--- config.mk ---
export PLATFORM = sky130hd
export DESIGN_NAME = pocket_core
export DESIGN_NICKNAME = d
export VERILOG_FILES = /design/src/source/core_pkg.sv /design/src/source/i2s_framer.sv /design/src/source/pocket_core.sv /design/src/source/square_painter.sv /design/src/source/video_timing.sv
export VERILOG_INCLUDE_DIRS = /design/src /design/src/include
export SDC_FILE = /design/constraint.sdc
export NUM_CORES = 1
export LEC_CHECK = 0
export ABC_AREA = 0
export BUFFER_PORTS_ARGS = -buffer_cell sky130_fd_sc_hd__buf_2
export CAP_MARGIN = 20
export CORE_ASPECT_RATIO = 1.75
export CORE_UTILIZATION = 50
export DETAILED_ROUTE_END_ITERATION = 10
export GPL_TIMING_DRIVEN = 0
export PLACE_DENSITY = 0.68
export RECOVER_POWER = 100
export SLEW_MARGIN = 5
export SYNTH_ARGS = -nofsm -noshare
export SYNTH_HDL_FRONTEND = slang
export SYNTH_SLANG_ARGS = --single-unit
--- constraint.sdc ---
create_clock -name audgen_mclk -period 5.4 [get_ports audgen_mclk]
set_clock_uncertainty 0.1 [all_clocks]
set_input_delay 0.27 -clock audgen_mclk [delete_from_list [all_inputs] [get_ports audgen_mclk]]
set_output_delay 0.27 -clock audgen_mclk [all_outputs]
set_load 0.02 [all_outputs]
--- src/include/core_defs.svh ---
/*
 * raster geometry for the 320x240 picture
 * bouncing square size and background level
 * i2s bit clock and word clock dividers
 */

`ifndef CORE_DEFS_SVH
`define CORE_DEFS_SVH

// horizontal raster, in mclk cycles
`define VID_H_BPORCH    (10'd10)
`define VID_H_ACTIVE    (10'd320)
`define VID_H_TOTAL     (10'd400)

// vertical raster, in lines
`define VID_V_BPORCH    (10'd10)
`define VID_V_ACTIVE    (10'd240)
`define VID_V_TOTAL     (10'd512)

// hs sits a few clocks after vs
`define VID_HS_COLUMN   (10'd3)

`define SQUARE_SIZE     (10'd15)
`define BG_LEVEL        (8'd60)

// sclk = mclk / 4, lrck half = 32 sclk
`define SCLK_DIV_BITS   2
`define LRCK_HALF_BITS  32

`endif

--- src/source/core_pkg.sv ---
/*
 * shared types for the video and audio generators
 * coordinates, colour, raster strobes, square position
 * video and i2s output bundles
 */

package core_pkg;

    // raster or screen coordinate
    typedef logic [9:0] coord_t;

    typedef struct packed {
        logic [7:0] r;
        logic [7:0] g;
        logic [7:0] b;
    } rgb_t;

    // counters plus decoded strobes
    typedef struct packed {
        coord_t x;
        coord_t y;
        logic   frame_start;
        logic   line_sync;
        logic   active;
    } raster_t;

    typedef struct packed {
        coord_t x;
        coord_t y;
    } square_pos_t;

    // to the scaler
    typedef struct packed {
        rgb_t rgb;
        logic de;
        logic skip;
        logic vs;
        logic hs;
    } video_out_t;

    typedef struct packed {
        logic sclk;
        logic lrck;
        logic dac;
    } i2s_out_t;

endpackage

--- src/source/i2s_framer.sv ---
/*
 * i2s frame generator for silence
 * bit clock divider, word clock counter, zero data line
 */

`timescale 1ns/1ps

`include "core_defs.svh"

module i2s_framer import core_pkg::*; (
    input  logic     audgen_mclk,
    input  logic     reset_n,
    output i2s_out_t audio
);

    localparam int unsigned CNT_W = $clog2(`LRCK_HALF_BITS);
    localparam logic [CNT_W-1:0] LRCK_LAST = CNT_W'(`LRCK_HALF_BITS - 1);

    logic [`SCLK_DIV_BITS-1:0] mclk_div;
    logic [CNT_W-1:0]          bit_cnt;
    logic                      lrck;
    logic                      sclk_fall;

    // divider about to wrap, so sclk drops on this edge
    assign sclk_fall = &mclk_div;

    always_ff @(posedge audgen_mclk or negedge reset_n) begin
        if (!reset_n) begin
            mclk_div <= '0;
            bit_cnt  <= '0;
            lrck     <= 1'b0;
        end else begin
            mclk_div <= mclk_div + 1'b1;
            if (sclk_fall) begin
                bit_cnt <= bit_cnt + 1'b1;
                // switch channel after 32 bits
                if (bit_cnt == LRCK_LAST) begin
                    lrck <= ~lrck;
                end
            end
        end
    end

    // msb of the divider is the bit clock
    assign audio.sclk = mclk_div[`SCLK_DIV_BITS-1];
    assign audio.lrck = lrck;
    // silent data line
    assign audio.dac  = 1'b0;

endmodule

--- src/source/pocket_core.sv ---
/*
 * core top level
 * raster timing, square painter and i2s framer on one clock
 */

`timescale 1ns/1ps

module pocket_core import core_pkg::*; #(
    parameter coord_t square_x_init = 10'd135,
    parameter coord_t square_y_init = 10'd95
) (
    input  logic       audgen_mclk,
    input  logic       reset_n,
    output video_out_t video,
    output i2s_out_t   audio
);

    // counters and strobes to the painter
    raster_t raster;

    //////////////////////////////////////////////////
    // video
    //////////////////////////////////////////////////

    video_timing i_video_timing (
        .audgen_mclk (audgen_mclk),
        .reset_n     (reset_n),
        .raster      (raster)
    );

    square_painter #(
        .square_x_init (square_x_init),
        .square_y_init (square_y_init)
    ) i_square_painter (
        .audgen_mclk (audgen_mclk),
        .reset_n     (reset_n),
        .raster      (raster),
        .video       (video)
    );

    //////////////////////////////////////////////////
    // audio
    //////////////////////////////////////////////////

    i2s_framer i_i2s_framer (
        .audgen_mclk (audgen_mclk),
        .reset_n     (reset_n),
        .audio       (audio)
    );

endmodule

--- src/source/square_painter.sv ---
/*
 * bouncing square position and direction state
 * pixel colouring and registered video outputs
 */

`timescale 1ns/1ps

`include "core_defs.svh"

module square_painter import core_pkg::*; #(
    parameter coord_t square_x_init = 10'd135,
    parameter coord_t square_y_init = 10'd95
) (
    input  logic       audgen_mclk,
    input  logic       reset_n,
    input  raster_t    raster,
    output video_out_t video
);

    // upper limits of the square's top left corner
    localparam coord_t X_MAX = `VID_H_ACTIVE - `SQUARE_SIZE;
    localparam coord_t Y_MAX = `VID_V_ACTIVE - `SQUARE_SIZE;

    localparam rgb_t GREY = '{r: `BG_LEVEL, g: `BG_LEVEL, b: `BG_LEVEL};

    square_pos_t pos;
    square_pos_t pos_nxt;
    // 1 = coordinate increasing (right or down on screen)
    logic        x_inc;
    logic        y_inc;
    logic        x_inc_nxt;
    logic        y_inc_nxt;

    coord_t      vis_x;
    coord_t      vis_y;
    logic        in_square;
    video_out_t  video_nxt;

    // direction after this frame's step
    // reverses when already at the limit it is heading for
    function automatic logic turn_dir(coord_t p, logic inc, coord_t lim_hi);
        if (inc) begin
            return (p != lim_hi);
        end
        return (p == '0);
    endfunction

    //////////////////////////////////////////////////
    // motion
    //////////////////////////////////////////////////

    always_comb begin
        x_inc_nxt = turn_dir(pos.x, x_inc, X_MAX);
        y_inc_nxt = turn_dir(pos.y, y_inc, Y_MAX);
        pos_nxt.x = x_inc_nxt ? pos.x + 10'd1 : pos.x - 10'd1;
        pos_nxt.y = y_inc_nxt ? pos.y + 10'd1 : pos.y - 10'd1;
    end

    // one step per frame, new frame drawn at new spot
    always_ff @(posedge audgen_mclk or negedge reset_n) begin
        if (!reset_n) begin
            pos   <= '{x: square_x_init, y: square_y_init};
            // left and down
            x_inc <= 1'b0;
            y_inc <= 1'b1;
        end else if (raster.frame_start) begin
            pos   <= pos_nxt;
            x_inc <= x_inc_nxt;
            y_inc <= y_inc_nxt;
        end
    end

    //////////////////////////////////////////////////
    // pixel colour
    //////////////////////////////////////////////////

    // only meaningful inside the active area
    assign vis_x = raster.x - `VID_H_BPORCH;
    assign vis_y = raster.y - `VID_V_BPORCH;

    assign in_square = (vis_x >= pos.x) && (vis_x < pos.x + `SQUARE_SIZE) &&
                       (vis_y >= pos.y) && (vis_y < pos.y + `SQUARE_SIZE);

    always_comb begin
        video_nxt      = '0;
        video_nxt.hs   = raster.line_sync;
        video_nxt.vs   = raster.frame_start;
        video_nxt.de   = raster.active;
        video_nxt.skip = 1'b0;
        // black border, grey field, black square
        if (raster.active && !in_square) begin
            video_nxt.rgb = GREY;
        end
    end

    // output register, one clock behind the counters
    always_ff @(posedge audgen_mclk or negedge reset_n) begin
        if (!reset_n) begin
            video <= '0;
        end else begin
            video <= video_nxt;
        end
    end

endmodule

--- src/source/video_timing.sv ---
/*
 * column and line counters for the 400x512 raster
 * frame start, line sync and active area decode
 */

`timescale 1ns/1ps

`include "core_defs.svh"

module video_timing import core_pkg::*; (
    input  logic    audgen_mclk,
    input  logic    reset_n,
    output raster_t raster
);

    coord_t h_count;
    coord_t v_count;

    logic h_last;
    logic v_last;
    logic h_in_active;
    logic v_in_active;

    //////////////////////////////////////////////////
    // counters
    //////////////////////////////////////////////////

    assign h_last = (h_count == `VID_H_TOTAL - 10'd1);
    assign v_last = (v_count == `VID_V_TOTAL - 10'd1);

    always_ff @(posedge audgen_mclk or negedge reset_n) begin
        if (!reset_n) begin
            h_count <= '0;
            v_count <= '0;
        end else begin
            if (h_last) begin
                h_count <= '0;
                // next line, wrap at end of frame
                if (v_last) begin
                    v_count <= '0;
                end else begin
                    v_count <= v_count + 10'd1;
                end
            end else begin
                h_count <= h_count + 10'd1;
            end
        end
    end

    //////////////////////////////////////////////////
    // strobe decode
    //////////////////////////////////////////////////

    // back porch up to end of visible area
    assign h_in_active = (h_count >= `VID_H_BPORCH) &&
                         (h_count < `VID_H_BPORCH + `VID_H_ACTIVE);
    assign v_in_active = (v_count >= `VID_V_BPORCH) &&
                         (v_count < `VID_V_BPORCH + `VID_V_ACTIVE);

    assign raster.x           = h_count;
    assign raster.y           = v_count;
    // first clock of the frame
    assign raster.frame_start = (h_count == '0) && (v_count == '0);
    assign raster.line_sync   = (h_count == `VID_HS_COLUMN);
    assign raster.active      = h_in_active && v_in_active;

endmodule

---- Word level (Yosys, flattened, before mapping) ----
Cells that the tools add are included.
storage, ports and cells
  flip-flop bits (word level) ............. 75
  bits of input ports ..................... 2
  output and inout port bits .............. 31
  word-level logic and storage cells ...... 68
operators by class
  add/sub/neg operators ................... 12
  magnitude comparators ................... 8
  equality and inequality tests ........... 6
  multiplexer cells ....................... 11
  bitwise gates (word level) .............. 1
  reductions and logical operators ........ 15
operators by type and width
  kind                     count
  $add A10 B1 Y10 const B  4
  $logic_not A10 Y1        4
  $mux W10                 4
  $mux W22                 1
  $add A10 B4 Y10 const B  2
  $eq A10 B9 Y1 const B    2
  $ge A10 B10 Y1           2
  $ge A10 B4 Y1 const B    2
  $lt A10 B10 Y1           2
  $sub A10 B1 Y10 const B  2
  $sub A10 B4 Y10 const B  2
  $eq A10 B2 Y1 const B    1
  $lt A10 B8 Y1 const B    1
  $lt A10 B9 Y1 const B    1
  $ne A10 B8 Y1 const B    1
  $ne A10 B9 Y1 const B    1
  $logic_and A1 B1 Y1      8
  $mux W1                  6
  $add A5 B1 Y5 const B    1
  $eq A5 B5 Y1 const B     1
  $reduce_and A3 Y1        1
  $add A2 B1 Y2 const B    1
  $reduce_and A2 Y1        1
  $logic_not A1 Y1         1
  $not A1 Y1               1

---- Depth between registers and ports, before layout ----
Gate-level depths: netlist of run 1.
  word-level depth ........................ 8
  depth in mapped cells ................... 13
  mapped depth without buffers ............ 13

---- Hierarchy ----
A second synthesis of run 1 with hierarchy kept.
unflattened totals
  cell total of the unflattened synthesis .. 545
  area total of the unflattened synthesis .. 4897.2 um^2
by module, submodules not included
  module          instances  cells an instance  area each (um^2)  sequential area each (um^2)
  square_painter  1          405                3419.5            664.4
  video_timing    1          114                1132.3            500.5
  i2s_framer      1          26                 345.3             200.2

---- Worst setup path before layout of run 1 ----
OpenSTA, ideal clock, no wires.
  path kind ............................... reg-to-reg
  start ................................... register i_square_painter.pos[10] (netlist name)
  end ..................................... register i_square_painter.pos[18] (netlist name)
  library setup time ...................... 92 ps
  data arrival time ....................... 3366 ps
  required time ........................... 5208 ps
  slack ................................... 1842 ps
  stages on the path, launching flop included .. 13
  buffers on the path ..................... 0
  clock period less this slack ............ 3558 ps
  path through ............................ dfstp_2 inv_1 ha_1 nor4b_1 and3_1 o21ai_0 ha_1 nor2b_1 o21ai_0 nand2b_1 a311o_1 and3_1 o31ai_2
between the ends
  cells in the longest elaborated chain, start to end .. 4
  elaborated cells between the ends (all ways) .. 7
  classes of those cells .................. add/sub (2); eq/ne (1); mux (3); reduce/logical (1)
RTL lines
  element                                                  RTL line              source
  from (decl)                                              square_painter.sv:26  square_pos_t pos;
  from (signal assigned)                                   square_painter.sv:62  pos <= '{x: square_x_init, y: square_y_init};
  from (signal assigned)                                   square_painter.sv:67  pos <= pos_nxt;
  branches (longest 3 deep; another with $sub A10 B1 Y10)  n/a
  $mux W10 *                                               square_painter.sv:55  pos_nxt.x = x_inc_nxt ? pos.x + 10'd1 : pos.x - 10'd1;
Every way passes the cells marked *. The select of a mux whose other input is x is not followed.
A chain may end at the register's enable or synchronous reset.

---- Worst setup path after layout of run 1 ----
  start ................................... register i_square_painter.pos[10] (netlist name)
  end ..................................... register i_square_painter.pos[19] (netlist name)
The elaborated chain is that of the path after synthesis.

==> impl_results.md, run 1 <==
* Status: complete, but fails checks
* CTS Buf Count at 5
* Setup TNS at 0 ps
* Layout area overhead at 8.904%
* Total congestion overflow at 0
* Crit path max-delay family: compound AO/OA/AOI/OAI gates
* Worst Path Max Fanout at 7
* # Post-CTS Setup Buffers at 0
* Yosys reg bits at 54
* Worst R2R Start: i_square_painter.pos[10]
* Sink Count at 54
* Leak at 2.415 nW
* Layout cells sized above 1 at a little under an eighth
* Hold Path Origin: i_i2s_framer.mclk_div[0]
* Reg-to-Reg End: i_square_painter.pos[19]
* IO buf count at 18
* Critical Path AT at approximately 4200 ps
* Final WL at between 9000 and 10000 um
* Asr flop ratio synth at 100.0%
* Die Wd at ~76 um
* Critical-path cell list: inv_1 > ha_1 > nor4b_1 > and3_1 > o21ai_0 > clkbuf_1 > ha_1 > nand3_1 > o2111ai_1 > a211oi_1 > or3_1 > a21oi_1 > xnor2_1
* Total die area at approximately 9900 um^2
* Post-Syn Area at ~4700 um^2
* Slowest cell delay on critical path at 660 ps
* Top post-synthesis cells by area: dfrtp_1 (23%), ha_1 (20%), xnor2_1 (7.2%), dfstp_2 (6.1%), buf_4 (4.4%)
* Crit path time final at between 4000 and 5000 ps
* Ant diodes at 0
* Cell with the most instances after synthesis: ha_1
* Syn Inst Count at 525
* Type of destination of the critical path: register
* Max Transition Viols Final at 38
* Hold path endpoint: i_i2s_framer.mclk_div[0]
* F_max at 246.1 MHz
* Antenna Nets Post-Route at 0
* Net count, final at 644
* RSZ-0062 raised after global routing: false
* Post-layout util at 56.36%
* # setup viols final at 0
* Worst-path clk slew at 80 ps
* Area share of the leading cell type in the synthesized netlist at a little under a quarter
* Relative max-transition margin at -38.04%
* # H-tree levels at 2
* Clk buf depth at 2
* WL/cell at about 14 um
* Final hold violations at 0
* Worst Setup SP: i_square_painter.pos[10]
* Worst Reg2Reg Path Length in Cells at 13
* Slowest library cell on the worst path: o21ai_0
* Reg2reg setup slack at approximately 1300 ps
* Routability cong. at between 0.8 and 0.9
* Routed vias/inst at between 5 and 6
* Top cell by count, worst path: ha_1
* Worst hold path depth at 1
* Worst VDD drop at 0.1613 mV
* Cell Rows at 46
* Largest net degree at the start of global routing at 38
* First-pass GRT wire length at about 17000 um
* Area leader, netlist: dfrtp_1
* Syn avg cell area at 9.021 um^2
* All-Layer GR Usage at 21.90%
* Ports at 33
* Critical path class: reg -> reg
* Req. time, crit path at 5530 ps
* Setup crit start kind: register
* Met2 usage at between 40% and 50%
* Initial Util at between 50% and 60%
* Post-synth EDFFs at 0
* Vias in the first global route at ~3.8k
* Initial antenna violation count at 0
* Most Crowded Layer GR: met2
* WP buf/inv at 2
* Number of DRC markers after the initial detailed-route iteration at roughly 210
* Commonest cells in the netlist: ha_1 (74), dfrtp_1 (43), nand2_1 (41), xnor2_1 (39), o21ai_0 (38)
* Vias at around 3.7k
* 1st-pass router iterations at 4
* Met1 Usage GRT at 23.84%
* Met3 GRT Util at around 2.7%
* Sequential-to-total area share from yosys stat at 28.82%
* Root Buffer: clkbuf_16
* Violated checks: max-capacitance violations, max-slew violations
* Synth warn at 0
* DR DRC count at 0
* Max-cap viol count at 1
* Power Density at about 150 nW/um^2
* Period utilisation layout at 75.24%
* Clk Latency, worst-skew pair at 300 ps
* Post-detail-place hpwl at 7632 um
* Die Height at 130.7 um
* Most used flip-flop cell after synthesis: dfrtp_1
* Min-delay worst type: reg -> reg
* Synth unique cells at 55
* Core area at about 9000 um^2
* CTS tree: yes
* Worst Max-Slew Pin Slew at between 2000 and 2500 ps
-- power breakdown --
part	switching [mW]	internal, mW	total (mW)
clock	0.156	0.174	0.329
combinational	0.0177	0.00751	0.0252
sequential	0	0.404	0.404
total	0.173	0.586	0.759
-- cell families (layout without fill, tap and decap cells) --
family          count (synthesis)  in the layout  synth area share [%]
compound gates                100            100                 13.26
flops                          54             54                 28.82
buf+inv                        80            109                 8.956
mux                             3              3                0.7133
xor+xnor                       60             60                 11.10
simple gates                  151            151                 16.67
other cells                     1             14               0.07918
fa+ha+maj                      76             76                 20.40
-- repair_timing --
item,4_1_cts,5_1_grt
endpoints found under the hold margin,17,0
gates resized for setup,0,0
hold buffers,1,0
endpoints found under the setup margin,0,0
-- layout make-up --
cell class              instances  area (um^2)
clock buffers                   5        125.1
flip-flops and latches         54         1365
fillers                       844         3994
plain buffers                  43        277.8
inverters                      37        138.9
repair buffers                 21        98.84
well taps                     120        150.1
multi-input cells             404         2978
clock inverters                 3        23.77
-- flip-flops by register name (all words and copies together) (netlist names) --
| register | flops |
|---|---|
| i_square_painter.pos | 20 |
| i_video_timing.h_count | 10 |
| i_video_timing.v_count | 10 |
| i_i2s_framer.bit_cnt | 5 |
| i_square_painter.video | 4 |
| i_i2s_framer.mclk_div | 2 |
| i_i2s_framer.lrck | 1 |
| i_square_painter.x_inc | 1 |
| i_square_painter.y_inc | 1 |
-- metrics by stage --
stage               std cells  power (mW)  cell area [um^2]  hold slack [ps]  setup WS [ps]
floorplan                 538      0.4284              4785           -125.6           1842
global placement          676      0.4367              5025            349.2           1310
detailed placement        678      0.4389              5050            132.2           1551
CTS                       687      0.7699              5209            347.9           1533
global route              687      0.7846              5157            379.7           1017
finish                    687      0.7591              5157            361.9           1337
-- cells in the final DEF, fill, tap and decap left out, types with 3 or more instances in the layout --
cell	synthesis	final
a211o_1	3	3
a211oi_1	5	5
a21o_1	5	5
a21oi_1	18	19
a31oi_1	4	4
and3_1	6	6
buf_2	3	11
buf_4	28	16
clkbuf_1	9	22
clkbuf_16	0	5
clkbuf_4	0	11
conb_1	1	14
dfrtp_1	43	43
dfstp_2	11	10
ha_1	74	74
inv_1	36	37
mux2_2	3	3
nand2_1	41	41
nand2b_1	9	9
nand3_1	18	18
nand4_1	15	15
nor2_1	21	21
nor2b_1	8	8
nor3_1	7	7
nor4_1	5	5
o21a_1	4	4
o21ai_0	38	38
o21bai_1	3	3
or3_1	5	7
or4_1	4	5
xnor2_1	39	39
xor2_1	21	21
-- worst max path at each step --
stage	end	slack [ps]	cells past startpoint
finish	i_square_painter.pos[19]	1340	13
CTS	i_square_painter.pos[19]	1530	13
floorplan	i_square_painter.pos[18]	1840	12
global placement	i_square_painter.pos[19]	1310	12
global route	i_square_painter.pos[19]	1020	13
detailed placement	i_square_painter.pos[19]	1550	13
-- metal layers --
metal	wire, um	vias up
met5	0	-
met4	341	0
met3	203	29
met2	5208	72
met1	3919	1757
li1	-	1880
Note: power is estimated with default switching activity, not from simulation.
==> inputs of run 2 (changes only) <==
Settings changed: ABC_AREA 0 to 1, PLACE_DENSITY 0.68 to 0.7.
Clock period 5.4 ns to 3.41 ns, I/O delays scaled along.
==> run 2 against run 1 <==
Compared with the run above: the run now ends clean; non-clock buffer count decreased by 12; die area is 12% higher; global-route usage is 0.26 points higher; largest cell class unchanged.
==> impl_results.md, run 2 <==
* Sequential-to-total area share from yosys stat at 25.66% (-3.2 points)
* Cell Rows at 49 (+6.5%)
* Die Height at 138.4 um (+5.9%)
* Worst hold slack at 361.8 ps (-0.1310 ps)
* Layout cells sized above 1 at 11.97% (+0.69 points)
* Levels on crit path at 15 (+2)
* Critical-path cell list: inv_1 > ha_1 > nand2_1 > nor2_1 > nand2_1 > nand2_1 > nand2_1 > ha_1 > a21o_1 > nand2_1 > o21ai_0 > nor2_1 > nand3b_1 > nand3_1 > nand2_1
* Register share of total power at 54.3% (+1.0 points)
* Most frequent cells in the layout: nand2_1 (184), inv_1 (98), ha_1 (74)
* Synth unique cells at 42 (-24%)
* Setup crit start kind: register
* Period utilisation layout at 85.70% (+10 points)
* Area share of the leading cell type in the synthesized netlist at 20.23% (-2.5 points)
* Leak at 3.052 nW (+26%)
* Yosys reg bits at 54 (unchanged)
* Pint at 0.9195 mW (+57%)
* Critical Path AT at 3020 ps (-1170 ps)
* Routed vias/inst at 5.091 (-6.4%)
* Post-Syn Area at 5319 um^2 (+12%)
* Crit path time final at 2922 ps (-1140 ps)
* Die Wd at 79.97 um (+5.8%)
* Initial Util at 51.64% (-0.11 points)
* Type of destination of the critical path: register
* RSZ-0062 raised after global routing: false
* Routability cong. at 0.8607 (-1.4%)
* Logic pwr share at 3.4% (about the same)
* Sink Count at 54 (unchanged)
* Antenna Nets Post-Route at 0 (unchanged)
* Setup WS pre-CTS at 492.3 ps (-1059 ps)
* Worst VDD drop at 0.1585 mV (-1.7%)
* Syn Inst Count at 720 (+37%)
* All-Layer GR Usage at 22.17% (+0.26 points)
* Worst-path clk slew at 70 ps (about the same)
* Clock network fraction of design power at 42.3% (-1.1 points)
* Placed cell count at 879 (+30%)
* Asr flop ratio synth at 100.0% (unchanged)
* Critical path class: reg -> reg
* Core area at 10300 um^2 (+13%)
* CTS tree: yes
* 1st-pass router iterations at 4 (unchanged)
* Switching Power at 0.2610 mW (+51%)
* Largest registers: i_square_painter.pos: 20 flops, i_video_timing.h_count: 10 flops, i_video_timing.v_count: 10 flops
* Post-layout util at 55.53% (-0.83 points)
* Most used flip-flop cell after synthesis: dfrtp_1
* Total die area at 11070 um^2 (+12%)
* Status: finished, final reports clean
* Max reg flops at 20 (unchanged)
* Top cell by count, worst path: nand2_1
* # Post-CTS Setup Buffers at 0 (unchanged)
* Worst Path Max Fanout at 10 (+3)
* Max-cap viol count at 0 (-1)
* WP buf/inv at 1 (-1)
* Switching part of the total at 22.11% (-0.72 points)
* Synth warn at 0 (unchanged)
* Ant diodes at 0 (unchanged)
* Relative max-transition margin at 4.884% (+43 points)
* Vias at 4516 (+21%)
* Clk Latency, worst-skew pair at 300 ps (about the same)
* F_max at 342.2 MHz (+39%)
* Syn avg cell area at 7.387 um^2 (-18%)
* Post-detail-place hpwl at 9435 um (+24%)
* Worst Reg2Reg Path Length in Cells at 15 (+2)
* Clk buf depth at 2 (unchanged)
* Top post-synthesis cells by area: dfrtp_1 (20%), ha_1 (17%), nand2_1 (13%), inv_1 (6.8%), xor2_1 (5.9%)
* Commonest cells in the netlist: nand2_1 (184), inv_1 (97), ha_1 (74), nor2_1 (63), nand3_1 (46)
* Vias in the first global route at 4497 (+20%)
* Setup slack after layout at 487.6 ps (-849.6 ps)
* Cell with the most instances after synthesis: nand2_1
* Final hold violations at 0 (unchanged)
* First-pass GRT wire length at 19470 um (+16%)
* Area leader, netlist: dfrtp_1
* Crit path max-delay family: simple AND/OR/NAND/NOR gates
* Root Buffer: clkbuf_16
* Layout area overhead at 7.528%
* Net count, final at 838 (+30%)
* # H-tree levels at 2 (unchanged)
* Most common cell after layout, fill and taps aside: nand2_1
* Slowest cell delay on critical path at 650 ps (about the same)
* CTS Buf Count at 5 (unchanged)
* # setup viols final at 0 (unchanged)
* WL/cell at 12.86 um (-8.6%)
* IO buf count at 18 (unchanged)
* Power Density at 206.4 nW/um^2 (+40%)
* Max Transition Viols Final at 0 (-100%)
* Largest net degree at the start of global routing at 34 (-11%)
* DR DRC count at 0 (unchanged)
* Final WL at 11410 um (+18%)
* Slowest library cell on the worst path: dfstp_1
* Initial antenna violation count at 0 (unchanged)
* Worst hold path depth at 1 (unchanged)
* Non-filler instance count after layout at 887 (+29%)
* Total congestion overflow at 0 (unchanged)
* Number of DRC markers after the initial detailed-route iteration at 163 (-22%)
* Req. time, crit path at 3500 ps (-2030 ps)
* Reg with most FFs: i_square_painter.pos
* Post-synth EDFFs at 0 (unchanged)
* Setup TNS at 0 ps (unchanged)
* Ports at 33 (unchanged)
* Min-delay worst type: reg -> reg
* Worst Max-Slew Pin Slew at 1424 ps (-646.2 ps)
## run 2: cell types whose count changed in the layout (fill, tap and decap cells not counted), moves of 18 or more
cell,previous run,this run
inv_1,37,98
xnor2_1,39,11
o21ai_0,38,20
nand3_1,18,48
nor2_1,21,65
nand2_1,41,184
## run 2: final cells by class
class | instances | area (um^2)
inverter | 105 | 395.4
clock inverter | 2 | 10.01
multi-input combinational | 542 | 3316
tap | 127 | 158.9
sequential | 54 | 1365
fill | 988 | 4581
buffer | 32 | 245.2
clock buffer | 5 | 125.1
timing repair buffer | 20 | 103.9
## run 2: kinds of logic after synthesis
kind of cell | share of synthesized area, %
muxes | 0.4234
other | 0.07050
xor gates and xnor gates | 7.739
AOI/OAI and AO/OA | 6.563
buffers and inverters | 12.07
DFF | 25.66
adders and majority gates | 18.16
and+or+nand+nor | 29.31
## run 2: what timing repair did
| item | in CTS | in global routing |
|---|---|---|
| gates resized for setup | 0 | 0 |
| hold buffers | 1 | 0 |
| hold endpoints to repair | 10 | 0 |
## run 2: through the flow
stage               total power, mW  area, um^2
floorplan                    0.6785        5368
global placement             0.6919        5617
detailed placement           0.6951        5637
CTS                           1.198        5782
global route                  1.220        5719
finish                        1.180        5719
## run 2: worst paths after layout
path | endpoint | slack [ps] | startpoint
max in group asynchronous | i_square_painter.video[0] | 740 | reset_n
worst max register to register | i_square_painter.pos[18] | 490 | i_square_painter.pos[10]
worst min register to register | i_i2s_framer.mclk_div[0] | 360 | i_i2s_framer.mclk_div[0]
worst max-delay path | i_square_painter.pos[18] | 490 | i_square_painter.pos[10]
worst min-delay path | i_i2s_framer.mclk_div[0] | 360 | i_i2s_framer.mclk_div[0]
min in group asynchronous | i_square_painter.pos[7] | 520 | reset_n
## run 2: power by group through the flow
stage | sequential [mW] | clock (mW) | combinational, mW
detailed placement | 0.653 | 0 | 0.0425
finish | 0.641 | 0.500 | 0.0402
global route | 0.640 | 0.535 | 0.0451
CTS | 0.641 | 0.514 | 0.0432
global placement | 0.653 | 0 | 0.0392
floorplan | 0.653 | 0 | 0.0257
## run 2: per-layer routing
metal	vias up	track usage, %	wire length [um]
met3	29	2.376	253
li1	2333	-	-
met5	-	0	0
met2	69	44.35	6557
met4	0	10.15	418
met1	2085	21.38	4181
## run 2: worst register-to-register path: stages (launching register included)
cell and delay [ps]:
dfstp_1 650, inv_1 180, ha_1 240, nand2_1 60
nor2_1 40, nand2_1 70, nand2_1 50, nand2_1 300
ha_1 370, a21o_1 230, nand2_1 60, o21ai_0 70
nor2_1 140, nand3b_1 100, nand3_1 100, nand2_1 60
==> inputs of run 3 (changes only) <==
Settings changed: ABC_AREA 1 to default, PLACE_DENSITY 0.7 to 0.71.
==> run 3 against run 2 <==
Compared with the run above: the run now ends with max-capacitance violations, max-slew violations left; register-to-register slack worse by 390 ps; global-route usage up 0.076 points; combinational power up 1%; count of clock-buffer cells in the layout did not move; worst setup slack lost 390 ps; die area is 11% lower; routed wire length decreased by 11%; maximum frequency decreased by 12%; core utilization grew 2.6 points.
==> impl_results.md, run 3 (same netlist as run 1, synthesis figures left out) <==
* F_max at 302.1 MHz (-12%)
* Setup TNS at 0 ps (unchanged)
* Total power draw at 1.210 mW (+2.5%)
* Total die area at 9880 um^2 (-11%)
* Net count, final at 650 (-22%)
* Final WL at 10190 um (-11%)
* IO buf count at 18 (unchanged)
* # setup viols final at 0 (unchanged)
* Vias in the first global route at 3791 (-16%)
* Critical Path AT at 3390 ps (+370 ps)
* Most frequent cells in the layout: ha_1 (72), nand2_1 (41), dfrtp_1 (41)
* # H-tree levels at 2 (unchanged)
* Setup crit start kind: register
* Number of DRC markers after the initial detailed-route iteration at 134 (-18%)
* Setup slack after layout at 99.47 ps (-388.1 ps)
* Final hold violations at 0 (unchanged)
* Uppermost routed layer: met4
* Post-detail-place hpwl at 7930 um (-16%)
* Type of destination of the critical path: register
* Met3 WL at 264 um (+4.3%)
* Critical-path cell list: or4_4 > nand2b_1 > xnor2_2 > ha_1 > o21ai_0 > a211oi_1 > nor3_1 > or4_1 > o41a_1
* Setup WS pre-CTS at -374.5 ps (-866.9 ps)
* WL/cell at 14.70 um (+14%)
* Hold Path Origin: i_i2s_framer.mclk_div[0]
* Max-cap viol count at 1 (+1)
* Routed vias/inst at 5.459 (+7.2%)
* Clk buf depth at 2 (unchanged)
* Layout cells sized above 1 at 16.93% (+5.0 points)
* Largest registers: i_square_painter.pos: 20 flops, i_video_timing.h_count: 10 flops, i_video_timing.v_count: 10 flops
* All-Layer GR Usage at 22.24% (+0.076 points)
* Period utilisation layout at 97.08% (+11 points)
* Ports at 33 (unchanged)
* Antenna Nets Post-Route at 0 (unchanged)
* 1st-pass router iterations at 4 (unchanged)
* Initial Util at 51.75% (+0.11 points)
* Worst-path clk slew at 80 ps (about the same)
* Cell Rows at 46 (-6.1%)
* Reg2reg setup slack at 100 ps (-390 ps)
* Core area at 9151 um^2 (-11%)
* # fillers at 806 (-18%)
* Routability cong. at 0.8067 (-6.3%)
* Crit path time final at 3311 ps (+388.1 ps)
* WL met1 at 3827 um (-8.5%)
* Max reg flops at 20 (unchanged)
* Worst Max-Slew Pin Slew at 1513 ps (+88.14 ps)
* Die Wd at 75.57 um (-5.5%)
* Power Density at 227.4 nW/um^2 (+10%)
* Die Height at 130.7 um (-5.6%)
* Critical path class: reg -> reg
* CTS Buf Count at 5 (unchanged)
* First-pass GRT wire length at 16820 um (-14%)
* Reg-to-Reg End: i_square_painter.video[24]
* Reg with most FFs: i_square_painter.pos
* Worst hold slack at 349.0 ps (-12.83 ps)
* Layout area overhead at 12.36%
* Worst Reg2Reg Path Length in Cells at 9 (-6)
* Min-delay worst type: reg -> reg
* Leak at 2.477 nW (-19%)
* Max Transition Viols Final at 33 (+33)
* Met2 wire length at 5746 um (-12%)
* DR DRC count at 0 (unchanged)
* Worst Path Max Fanout at 7 (-3)
* Post-layout util at 58.15% (+2.6 points)
* CTS tree: yes
* Total congestion overflow at 0 (unchanged)
* Hold path endpoint: i_i2s_framer.mclk_div[0]
* Violated checks: max-capacitance violations, max-slew violations
* Relative max-transition margin at -0.8368% (-5.7 points)
* Status: complete, but fails checks
* Largest net degree at the start of global routing at 33 (-2.9%)
* Req. time, crit path at 3490 ps (about the same)
* Worst VDD drop at 0.1858 mV (+17%)
* Worst hold path depth at 1 (unchanged)
* Vias at 3783 (-16%)
* Slowest library cell on the worst path: or4_4
* Initial antenna violation count at 0 (unchanged)
* Most common cell after layout, fill and taps aside: ha_1
* Clk Latency, worst-skew pair at 300 ps (about the same)
* Sink Count at 54 (unchanged)
* Slowest cell delay on critical path at 610 ps (-40 ps)
* Ant diodes at 0 (unchanged)
* Root Buffer: clkbuf_16
* Worst R2R Start: i_video_timing.v_count[6]
-- run 3: cell count changes in the layout (fill, tap and decap cells not counted), moves of 9 or more --
cell	delta
nor2_1	-44
nand2b_1	+9
o21ai_0	+17
buf_4	+12
nand2_1	-143
nand3_1	-30
xor2_1	-15
inv_1	-64
xnor2_1	+27
-- run 3: cell type report --
| class | instances | area (um^2) | share of cell area [%] |
|---|---|---|---|
| clock inverters | 3 | 23.77 | 0.4467 |
| plain buffers | 39 | 266.5 | 5.008 |
| well taps | 120 | 150.1 | 2.822 |
| multi-input cells | 404 | 3059 | 57.49 |
| repair buffers | 31 | 186.4 | 3.503 |
| clock buffers | 5 | 125.1 | 2.351 |
| inverters | 37 | 142.6 | 2.680 |
| flip-flops and latches | 54 | 1368 | 25.70 |
-- run 3: power by group --
group | internal, mW | switching, mW | total [mW] | leakage [nW]
Clock | 0.275 | 0.253 | 0.529 | 0.0664
Combinational | 0.0126 | 0.0281 | 0.0407 | 1.73
Sequential | 0.640 | 0 | 0.640 | 0.677
-- run 3: how the worst max path moves through the flow --
stage                                    startpoint                         end  slack, ps  cells after the start
after floorplan            i_square_painter.pos[10]    i_square_painter.pos[18]        110                     12
after global placement     i_square_painter.pos[10]    i_square_painter.pos[18]       -280                     12
after detailed placement   i_square_painter.pos[10]    i_square_painter.pos[18]       -370                     12
after CTS                 i_video_timing.h_count[3]  i_square_painter.video[24]          5                     11
after global routing       i_square_painter.pos[10]    i_square_painter.pos[19]        -20                     15
final                     i_video_timing.v_count[6]  i_square_painter.video[24]        100                      9
-- run 3: routing by layer --
layer | vias to the layer above | track usage, %
met3 | 26 | 2.684
met2 | 73 | 42.86
li1 | 1886 | -
met1 | 1798 | 22.52
met5 | - | 0
met4 | 0 | 11.00
-- run 3: through the flow --
step           area [um^2]  std cells
6_report              5321        693
5_1_grt               5321        693
4_1_cts               5213        685
3_5_place_dp          5045        677
3_3_place_gp          5025        676
2_1_floorplan         4785        538
-- run 3: critical path, delay by kind of cell, from the launching register on --
| kind | cells | cell delay, ps |
|---|---|---|
| AO/OA/AOI/OAI | 3 | 780 |
| XOR/XNOR | 1 | 170 |
| flip-flops | 1 | 490 |
| AND/OR/NAND/NOR | 4 | 1370 |
| adder cells (fa/ha/maj) | 1 | 290 |
-- run 3: what timing repair did --
item	4_1_cts	5_1_grt
pin swaps	0	2
setup endpoints to repair	6	5
endpoints found under the hold margin	22	0
setup buffers	0	11
gates resized for setup	3	13
hold buffers	1	0
